[src/common/rename_pkg.sv]
`default_nettype none

package rename_pkg;

  localparam int num_arch_regs = 32;
  localparam int num_phys_regs = 48;
  localparam int num_free      = num_phys_regs - num_arch_regs;
  localparam int buffer_depth  = 4;

  // Architectural register index
  typedef logic [$clog2(num_arch_regs)-1:0] arch_reg_t;

  // Physical tag
  typedef logic [$clog2(num_phys_regs)-1:0] phys_reg_t;

  typedef logic [31:0] word_t;
  typedef logic [15:0] imm_t;  // Zero-extended on use

  typedef enum logic [1:0] {
    op_li  = 2'd0,
    op_add = 2'd1,
    op_sub = 2'd2,
    op_xor = 2'd3
  } op_t;

endpackage

`default_nettype wire
[src/source/rename_core.sv]
`timescale 1ns/10ps
`default_nettype none

module rename_core (
  input  logic                  clock,
  input  logic                  rst_n,
  input  logic                  in_valid,
  input  rename_pkg::op_t       in_op,
  input  rename_pkg::arch_reg_t in_dest,
  input  rename_pkg::arch_reg_t in_src1,
  input  rename_pkg::arch_reg_t in_src2,
  input  rename_pkg::imm_t      in_imm,
  input  logic                  commit_ready,
  output logic                  in_ready,
  output logic                  commit_valid,
  output rename_pkg::arch_reg_t commit_idx,
  output rename_pkg::word_t     commit_data,
  output rename_pkg::phys_reg_t commit_tag
);

  import rename_pkg::*;

  // Buffer to rename
  logic      buf_valid;
  logic      buf_ready;
  op_t       buf_op;
  arch_reg_t buf_dest;
  arch_reg_t buf_src1;
  arch_reg_t buf_src2;
  imm_t      buf_imm;

  // Rename to execute
  logic      ren_valid;
  logic      ren_ready;
  op_t       ren_op;
  imm_t      ren_imm;
  arch_reg_t ren_dest;
  phys_reg_t ren_tag;
  phys_reg_t ren_old_tag;
  phys_reg_t ren_src1_tag;
  phys_reg_t ren_src2_tag;

  // Execute to commit
  logic      ex_valid;
  logic      ex_ready;
  arch_reg_t ex_dest;
  phys_reg_t ex_tag;
  phys_reg_t ex_old_tag;
  word_t     ex_result;

  logic      reclaim_valid;
  phys_reg_t reclaim_tag;

  inst_buffer buf0 (
    .clock     (clock),
    .rst_n     (rst_n),
    .in_valid  (in_valid),
    .in_op     (in_op),
    .in_dest   (in_dest),
    .in_src1   (in_src1),
    .in_src2   (in_src2),
    .in_imm    (in_imm),
    .buf_ready (buf_ready),
    .in_ready  (in_ready),
    .buf_valid (buf_valid),
    .buf_op    (buf_op),
    .buf_dest  (buf_dest),
    .buf_src1  (buf_src1),
    .buf_src2  (buf_src2),
    .buf_imm   (buf_imm)
  );

  rename_stage ren0 (
    .clock         (clock),
    .rst_n         (rst_n),
    .buf_valid     (buf_valid),
    .buf_op        (buf_op),
    .buf_dest      (buf_dest),
    .buf_src1      (buf_src1),
    .buf_src2      (buf_src2),
    .buf_imm       (buf_imm),
    .ren_ready     (ren_ready),
    .reclaim_valid (reclaim_valid),
    .reclaim_tag   (reclaim_tag),
    .buf_ready     (buf_ready),
    .ren_valid     (ren_valid),
    .ren_op        (ren_op),
    .ren_imm       (ren_imm),
    .ren_dest      (ren_dest),
    .ren_tag       (ren_tag),
    .ren_old_tag   (ren_old_tag),
    .ren_src1_tag  (ren_src1_tag),
    .ren_src2_tag  (ren_src2_tag)
  );

  execute_stage ex0 (
    .clock        (clock),
    .rst_n        (rst_n),
    .ren_valid    (ren_valid),
    .ren_op       (ren_op),
    .ren_imm      (ren_imm),
    .ren_dest     (ren_dest),
    .ren_tag      (ren_tag),
    .ren_old_tag  (ren_old_tag),
    .ren_src1_tag (ren_src1_tag),
    .ren_src2_tag (ren_src2_tag),
    .ex_ready     (ex_ready),
    .ren_ready    (ren_ready),
    .ex_valid     (ex_valid),
    .ex_dest      (ex_dest),
    .ex_tag       (ex_tag),
    .ex_old_tag   (ex_old_tag),
    .ex_result    (ex_result)
  );

  commit_stage com0 (
    .clock         (clock),
    .rst_n         (rst_n),
    .ex_valid      (ex_valid),
    .ex_dest       (ex_dest),
    .ex_tag        (ex_tag),
    .ex_old_tag    (ex_old_tag),
    .ex_result     (ex_result),
    .commit_ready  (commit_ready),
    .ex_ready      (ex_ready),
    .commit_valid  (commit_valid),
    .commit_idx    (commit_idx),
    .commit_data   (commit_data),
    .commit_tag    (commit_tag),
    .reclaim_valid (reclaim_valid),
    .reclaim_tag   (reclaim_tag)
  );

endmodule

`default_nettype wire

[src/source/commit_stage.sv]
`timescale 1ns/10ps
`default_nettype none

module commit_stage (
  input  logic                  clock,
  input  logic                  rst_n,
  input  logic                  ex_valid,
  input  rename_pkg::arch_reg_t ex_dest,
  input  rename_pkg::phys_reg_t ex_tag,
  input  rename_pkg::phys_reg_t ex_old_tag,
  input  rename_pkg::word_t     ex_result,
  input  logic                  commit_ready,
  output logic                  ex_ready,
  output logic                  commit_valid,
  output rename_pkg::arch_reg_t commit_idx,
  output rename_pkg::word_t     commit_data,
  output rename_pkg::phys_reg_t commit_tag,
  output logic                  reclaim_valid,
  output rename_pkg::phys_reg_t reclaim_tag
);

  import rename_pkg::*;

  phys_reg_t old_tag_q;  // Displaced mapping, freed at commit
  logic      take;

  assign ex_ready = !commit_valid || commit_ready;
  assign take     = ex_valid && ex_ready;

  always_ff @(posedge clock or negedge rst_n) begin
    if (!rst_n) begin
      commit_valid <= 1'b0;
    end else if (take) begin
      commit_valid <= 1'b1;
    end else if (commit_ready) begin
      commit_valid <= 1'b0;
    end
  end

  always_ff @(posedge clock) begin
    if (take) begin
      commit_idx  <= ex_dest;
      commit_data <= ex_result;
      commit_tag  <= ex_tag;
      old_tag_q   <= ex_old_tag;
    end
  end

  // One push per commit handshake
  assign reclaim_valid = commit_valid && commit_ready;
  assign reclaim_tag   = old_tag_q;

endmodule

`default_nettype wire

[src/source/execute_stage.sv]
`timescale 1ns/10ps
`default_nettype none

module execute_stage (
  input  logic                  clock,
  input  logic                  rst_n,
  input  logic                  ren_valid,
  input  rename_pkg::op_t       ren_op,
  input  rename_pkg::imm_t      ren_imm,
  input  rename_pkg::arch_reg_t ren_dest,
  input  rename_pkg::phys_reg_t ren_tag,
  input  rename_pkg::phys_reg_t ren_old_tag,
  input  rename_pkg::phys_reg_t ren_src1_tag,
  input  rename_pkg::phys_reg_t ren_src2_tag,
  input  logic                  ex_ready,
  output logic                  ren_ready,
  output logic                  ex_valid,
  output rename_pkg::arch_reg_t ex_dest,
  output rename_pkg::phys_reg_t ex_tag,
  output rename_pkg::phys_reg_t ex_old_tag,
  output rename_pkg::word_t     ex_result
);

  import rename_pkg::*;

  word_t prf [num_phys_regs];
  word_t src1_val;
  word_t src2_val;
  word_t result;
  logic  take;

  assign ren_ready = !ex_valid || ex_ready;
  assign take      = ren_valid && ren_ready;

  always_comb begin
    src1_val = prf[ren_src1_tag];
    src2_val = prf[ren_src2_tag];
    case (ren_op)
      op_li:   result = word_t'(ren_imm);
      op_add:  result = src1_val + src2_val;
      op_sub:  result = src1_val - src2_val;  // Wraps modulo 2**32
      default: result = src1_val ^ src2_val;
    endcase
  end

  // Unwritten registers read as zero
  always_ff @(posedge clock or negedge rst_n) begin
    if (!rst_n) begin
      for (int i = 0; i < num_phys_regs; i++) begin
        prf[i] <= '0;
      end
      ex_valid <= 1'b0;
    end else begin
      if (take) prf[ren_tag] <= result;  // Visible to the next instruction
      if (take) ex_valid <= 1'b1;
      else if (ex_ready) ex_valid <= 1'b0;
    end
  end

  always_ff @(posedge clock) begin
    if (take) begin
      ex_dest    <= ren_dest;
      ex_tag     <= ren_tag;
      ex_old_tag <= ren_old_tag;
      ex_result  <= result;
    end
  end

endmodule

`default_nettype wire

[src/rename/rename_stage.sv]
`timescale 1ns/10ps
`default_nettype none

module rename_stage (
  input  logic                  clock,
  input  logic                  rst_n,
  input  logic                  buf_valid,
  input  rename_pkg::op_t       buf_op,
  input  rename_pkg::arch_reg_t buf_dest,
  input  rename_pkg::arch_reg_t buf_src1,
  input  rename_pkg::arch_reg_t buf_src2,
  input  rename_pkg::imm_t      buf_imm,
  input  logic                  ren_ready,
  input  logic                  reclaim_valid,
  input  rename_pkg::phys_reg_t reclaim_tag,
  output logic                  buf_ready,
  output logic                  ren_valid,
  output rename_pkg::op_t       ren_op,
  output rename_pkg::imm_t      ren_imm,
  output rename_pkg::arch_reg_t ren_dest,
  output rename_pkg::phys_reg_t ren_tag,
  output rename_pkg::phys_reg_t ren_old_tag,
  output rename_pkg::phys_reg_t ren_src1_tag,
  output rename_pkg::phys_reg_t ren_src2_tag
);

  import rename_pkg::*;

  phys_reg_t map_table [num_arch_regs];
  logic      free_valid;
  phys_reg_t free_tag;
  logic      take;

  free_list fl0 (
    .clock         (clock),
    .rst_n         (rst_n),
    .alloc         (take),
    .reclaim_valid (reclaim_valid),
    .reclaim_tag   (reclaim_tag),
    .free_valid    (free_valid),
    .free_tag      (free_tag)
  );

  // Stall while no tag is free
  assign buf_ready = free_valid && (!ren_valid || ren_ready);
  assign take      = buf_valid && buf_ready;

  always_ff @(posedge clock or negedge rst_n) begin
    if (!rst_n) begin
      for (int i = 0; i < num_arch_regs; i++) begin
        map_table[i] <= phys_reg_t'(i);
      end
      ren_valid <= 1'b0;
    end else begin
      if (take) map_table[buf_dest] <= free_tag;
      if (take) ren_valid <= 1'b1;
      else if (ren_ready) ren_valid <= 1'b0;
    end
  end

  // Lookups see the table before this cycle's update
  always_ff @(posedge clock) begin
    if (take) begin
      ren_op       <= buf_op;
      ren_imm      <= buf_imm;
      ren_dest     <= buf_dest;
      ren_tag      <= free_tag;
      ren_old_tag  <= map_table[buf_dest];
      ren_src1_tag <= map_table[buf_src1];
      ren_src2_tag <= map_table[buf_src2];
    end
  end

endmodule

`default_nettype wire

[src/rename/free_list.sv]
`timescale 1ns/10ps
`default_nettype none

module free_list (
  input  logic                  clock,
  input  logic                  rst_n,
  input  logic                  alloc,
  input  logic                  reclaim_valid,
  input  rename_pkg::phys_reg_t reclaim_tag,
  output logic                  free_valid,
  output rename_pkg::phys_reg_t free_tag
);

  import rename_pkg::*;

  typedef logic [$clog2(num_free+1)-1:0] fl_count_t;

  phys_reg_t                   tags [num_free];
  logic [$clog2(num_free)-1:0] head;
  logic [$clog2(num_free)-1:0] tail;
  fl_count_t                   count;

  always_ff @(posedge clock or negedge rst_n) begin
    if (!rst_n) begin
      // Tags above the architectural range start out free
      for (int i = 0; i < num_free; i++) begin
        tags[i] <= phys_reg_t'(num_arch_regs + i);
      end
      head  <= '0;
      tail  <= '0;  // Full queue, tail has wrapped onto head
      count <= fl_count_t'(num_free);
    end else begin
      if (reclaim_valid) begin
        tags[tail] <= reclaim_tag;
        tail       <= tail + 1'b1;
      end
      if (alloc) head <= head + 1'b1;
      case ({reclaim_valid, alloc})
        2'b10:   count <= count + 1'b1;
        2'b01:   count <= count - 1'b1;
        default: ;
      endcase
    end
  end

  assign free_valid = (count != '0);
  assign free_tag   = tags[head];

endmodule

`default_nettype wire

[src/source/inst_buffer.sv]
`timescale 1ns/10ps
`default_nettype none

module inst_buffer (
  input  logic                  clock,
  input  logic                  rst_n,
  input  logic                  in_valid,
  input  rename_pkg::op_t       in_op,
  input  rename_pkg::arch_reg_t in_dest,
  input  rename_pkg::arch_reg_t in_src1,
  input  rename_pkg::arch_reg_t in_src2,
  input  rename_pkg::imm_t      in_imm,
  input  logic                  buf_ready,
  output logic                  in_ready,
  output logic                  buf_valid,
  output rename_pkg::op_t       buf_op,
  output rename_pkg::arch_reg_t buf_dest,
  output rename_pkg::arch_reg_t buf_src1,
  output rename_pkg::arch_reg_t buf_src2,
  output rename_pkg::imm_t      buf_imm
);

  import rename_pkg::*;

  typedef logic [$clog2(buffer_depth+1)-1:0] cnt_t;

  op_t       op_q   [buffer_depth];
  arch_reg_t dest_q [buffer_depth];
  arch_reg_t src1_q [buffer_depth];
  arch_reg_t src2_q [buffer_depth];
  imm_t      imm_q  [buffer_depth];

  logic [$clog2(buffer_depth)-1:0] head;
  logic [$clog2(buffer_depth)-1:0] tail;
  cnt_t                            count;
  logic                            push;
  logic                            pop;

  assign in_ready = (count != cnt_t'(buffer_depth));
  assign push     = in_valid && in_ready;
  // Refill the output register when it is empty or being taken
  assign pop      = (count != '0) && (!buf_valid || buf_ready);

  always_ff @(posedge clock) begin
    if (push) begin
      op_q[tail]   <= in_op;
      dest_q[tail] <= in_dest;
      src1_q[tail] <= in_src1;
      src2_q[tail] <= in_src2;
      imm_q[tail]  <= in_imm;
    end
    if (pop) begin
      buf_op   <= op_q[head];
      buf_dest <= dest_q[head];
      buf_src1 <= src1_q[head];
      buf_src2 <= src2_q[head];
      buf_imm  <= imm_q[head];
    end
  end

  always_ff @(posedge clock or negedge rst_n) begin
    if (!rst_n) begin
      head      <= '0;
      tail      <= '0;
      count     <= '0;
      buf_valid <= 1'b0;
    end else begin
      if (push) tail <= tail + 1'b1;
      if (pop) head <= head + 1'b1;
      case ({push, pop})
        2'b10:   count <= count + 1'b1;
        2'b01:   count <= count - 1'b1;
        default: ;
      endcase
      if (pop) buf_valid <= 1'b1;
      else if (buf_ready) buf_valid <= 1'b0;
    end
  end

endmodule

`default_nettype wire

[config.mk]
export PLATFORM = sky130hd
export DESIGN_NAME = rename_core
export DESIGN_NICKNAME = d
export VERILOG_FILES = /design/src/common/rename_pkg.sv /design/src/source/rename_core.sv /design/src/source/commit_stage.sv /design/src/source/execute_stage.sv /design/src/rename/rename_stage.sv /design/src/rename/free_list.sv /design/src/source/inst_buffer.sv
export SDC_FILE = /design/constraint.sdc
export NUM_CORES = 2
export LEC_CHECK = 0
export BUFFER_PORTS_ARGS = -buffer_cell sky130_fd_sc_hd__buf_4
export CAP_MARGIN = 0
export CORE_MARGIN = 2
export CORE_UTILIZATION = 65
export CTS_CLUSTER_DIAMETER = 150
export DETAILED_ROUTE_END_ITERATION = 10
export PLACE_DENSITY = 0.82
export SLEW_MARGIN = 20
export SYNTH_ARGS = -nofsm -noshare
export SYNTH_HDL_FRONTEND = slang
export SYNTH_SLANG_ARGS = --single-unit
[constraint.sdc]
create_clock -name clock -period 13.2 [get_ports clock]
set_input_delay 1.32 -clock clock [delete_from_list [all_inputs] [get_ports clock]]
set_output_delay 1.32 -clock clock [all_outputs]
set_load 0.01 [all_outputs]
==> impl_metrics.csv <==
group,metric,value,unit
logic_synthesis,synth-edff-count,310,
timing,finalSetupViolations,0,
timing,worst_pin_slew,1264,ps
route,viasPerCell,7.479,
critical_path,cp_data_required_time,13920,ps
final_layout,drive_gt1_share,33.28,%
power,p_per_area,112.9,nW/um^2
clocking,clk_latency,890,ps
logic_synthesis,synthCells,8171,
clocking,cts_tree,"done",
logic_synthesis,avgSynthCellArea,13.40,sq um
grt,track_usage,39.70,%
run,maxCapViolCount,0,
timing,whs,365.9,ps
timing,slew_viol_final,0,
clocking,clockRootBuffer,"clkbuf_16",
logic_synthesis,synthFlopType,"dfrtp_1",
critical_path,start_kind,"flop",
clocking,clockBufferDepth,3,
power,leakagePower,49.43,nW
die,core-area,167200,sq um
logic_synthesis,seq_area_frac_synth,50.90,%
critical_path,crit_arrival,9940,ps
placement,dp_hpwl,190300,um
timing,rsz0062_at_grt,"false",
clocking,clock_sinks,2158,
logic_synthesis,syn_nets,8260,
final_layout,syn2layout_area_growth,8.844,%
timing,fin_crit_sh,69.81,%
grt,antenna_found_initial,11,
clocking,cts-buffers-inserted,215,
timing,final_hold_viol_count,0,
worst_hold_path,min_path_type,"in2async",
route,antenna_left,0,
logic_synthesis,synth_area,109500,sq um
critical_path,crit_type,"reg2reg",
timing,layout_min_cycle_time,9215,ps
power,ir_worst_vdd,0.0001538,V
critical_path,worstSetupEndpointType,"flop",
timing,maxSlewHeadroom,15.74,%
route,dr.pass1.iters,9,
clocking,clk_pin_slew,60,ps
route,wl_per_cell,32.89,um
timing,tns,0,ps
grt,grt_pass1_vias,79257,
critical_path,critPathMaxFanout,121,
route,wirelength,336500,um
critical_path,worst-r2r-cell-count,25,
die,dieArea,171700,sq um
placement,gp_congestion,0.9475,
grt,grt.overflow.total,0,
placement,placed_area,111700,sq um
route,drc,0,
logic_synthesis,synthArstFlopShare,85.63,%
timing,fin_skew,50.06,ps
final_layout,nets,7930,
die,die_w,414.4,um
logic_synthesis,ys.warnings.count,0,
logic_synthesis,ys_ff_latch,2158,
clocking,cts-htree-levels,4,
die,io_pins,82,
timing,max_freq,108.5,MHz
final_layout,finalInstanceArea,119100,sq um
status,status,"finished clean",
route,drt_iter0_drc,11007,
grt,grt_max_degree,192,
die,die_h,414.4,um
clocking,post_cts_buffers,0,
clocking,ctsResizeCount,0,
logic_synthesis,yosysUniqueCellTypes,73,
die,rows,150,
grt,grt_pass1_wl,505700,um
placement,numPortBuffers,81,
route,via_count,76534,
clocking,cts-hold-fix-buffers,0,
die,start_util,65.46,%
through the flow:
step                      std cells  power [mW]  worst slack (ps)  utilization [%]
after floorplan                8171       7.061              6513                -
after global placement         9818       7.222              4330            66.74
after detailed placement       9820       7.246              4366            66.78
after CTS                     10217       13.46              4270            71.10
after global routing          10226       13.75              3623            71.23
final                         10233       13.45              3985            71.24
worst max-delay path, cell delays in order, from the launching register on:
cell      delay, ps
edfxtp_1        930
buf_12          670
buf_4           930
mux4_2          420
a22oi_1         190
a21boi_0        120
o22ai_1         570
or3b_1          470
nor3_1          570
nand3_1         180
inv_1           140
a31oi_1         110
xor2_1          190
ha_1            390
and3_1          240
a221oi_1        350
o21ai_0         120
o21ai_0          90
a31oi_1          90
a41oi_1         420
a21bo_2         230
o211ai_1        110
o221a_2         280
a221oi_4        230
buf_4           550
o21ai_0         200
placed cells by master, fill, tap and decap left out, drive strengths merged, types with 8 or more instances in the layout:
master and count:
dfrtp 1719, mux4 1129, a21oi 987, nor2 987
mux2 690, nand2 398, o21ai 344, clkbuf 316
edfxtp 310, buf 259, dfstp 129, a22oi 109
inv 78, mux2i 63, xor2 52, xnor2 49
ha 49, clkinv 48, o22ai 27, nor3 19
nand3 18, nor2b 17, bufinv 16, a221oi 15
a21o 14, and2 13, nand3b 12, and3 12
a31oi 11, o21bai 10, a211oi 10, diode 8
or3 8, nand2b 8, or3b 8
layer usage:
metal	global-route usage (%)	part of all wire, %	up-vias
met1	51.72	34	38870
li1	-	-	29933
met5	0.05557	0.034	-
met4	23.01	6.8	14
met2	58.18	45	6107
met3	14.37	15	1610
power breakdown:
group	switching (mW)	internal [mW]
logic	0.200	0.0552
clock network	2.72	3.61
registers	0.0332	6.84
total	2.95	10.5
final timing paths:
check / startpoint / end / slack (ps)
max: ren0.ren_src2_tag[1] / ex0.prf[959] / 3990
min in group clock: ex0.ex_old_tag[2] / com0.reclaim_tag[2] / 420
min: rst_n / ex0.prf[109] / 370
max in group asynchronous: rst_n / ex0.prf[825] / 9490
max reg2reg: ren0.ren_src2_tag[1] / ex0.prf[959] / 3990
min reg2reg: ex0.ex_old_tag[2] / com0.reclaim_tag[2] / 420
area by class of cell:
type | instances | area [sq um]
inverters | 68 | 256.5
clock inverters | 81 | 962.2
flip-flops and latches | 2158 | 55720
repair buffers | 259 | 2349
clock buffers | 316 | 6275
diodes | 8 | 20.02
well taps | 2204 | 2758
fillers | 9914 | 48090
multi-input cells | 5139 | 50800
Yosys cell counts, drive strengths merged (8+ instances only):
master | n | share of area [%]
xnor2 | 49 | 0.39
mux2 | 690 | 7.1
dfrtp | 1719 | 39
or3 | 8 | 0.046
inv | 67 | 0.23
nand2 | 398 | 1.4
and2 | 13 | 0.074
nand3 | 18 | 0.082
a21oi | 987 | 4.5
a31oi | 11 | 0.063
ha | 49 | 0.56
a22oi | 109 | 0.75
o22ai | 27 | 0.16
buf | 230 | 1.1
nor2b | 17 | 0.097
a21o | 14 | 0.096
nand2b | 8 | 0.046
and3 | 12 | 0.069
a211oi | 10 | 0.10
nor2 | 987 | 3.4
mux2i | 63 | 0.58
mux4 | 1129 | 23
o21ai | 344 | 1.6
nor3 | 19 | 0.091
or3b | 8 | 0.064
nand3b | 12 | 0.082
edfxtp | 310 | 8.5
o21bai | 10 | 0.069
xor2 | 52 | 0.42
a221oi | 15 | 0.13
dfstp | 129 | 3.1
clkbuf | 576 | 2.0
registers in the layout, indices dropped and copies added, names as in the netlist, 8 cells and up:
register,cells
ren0.map_table,192
buf0.imm_q,64
ex0.prf,1536
com0.commit_data,32
buf0.buf_imm,16
buf0.dest_q,20
ren0.fl0.tags,96
ex0.ex_result,32
ren0.ren_imm,16
buf0.op_q,8
buf0.src1_q,20
buf0.src2_q,20
logic make-up (layout without fill, tap and decap cells):
family / after synthesis / after routing / synth area share, %
simple gates: 1532 / 1532 / 5.632
compound gates: 1572 / 1572 / 7.831
flops: 2158 / 2158 / 50.90
buf+inv: 874 / 724 / 3.307
mux: 1882 / 1882 / 30.90
xor+xnor: 101 / 101 / 0.8082
other cells: 0 / 8 / 0
fa+ha+maj: 52 / 52 / 0.6150
No activity file was read; power rests on OpenSTA's default activity.
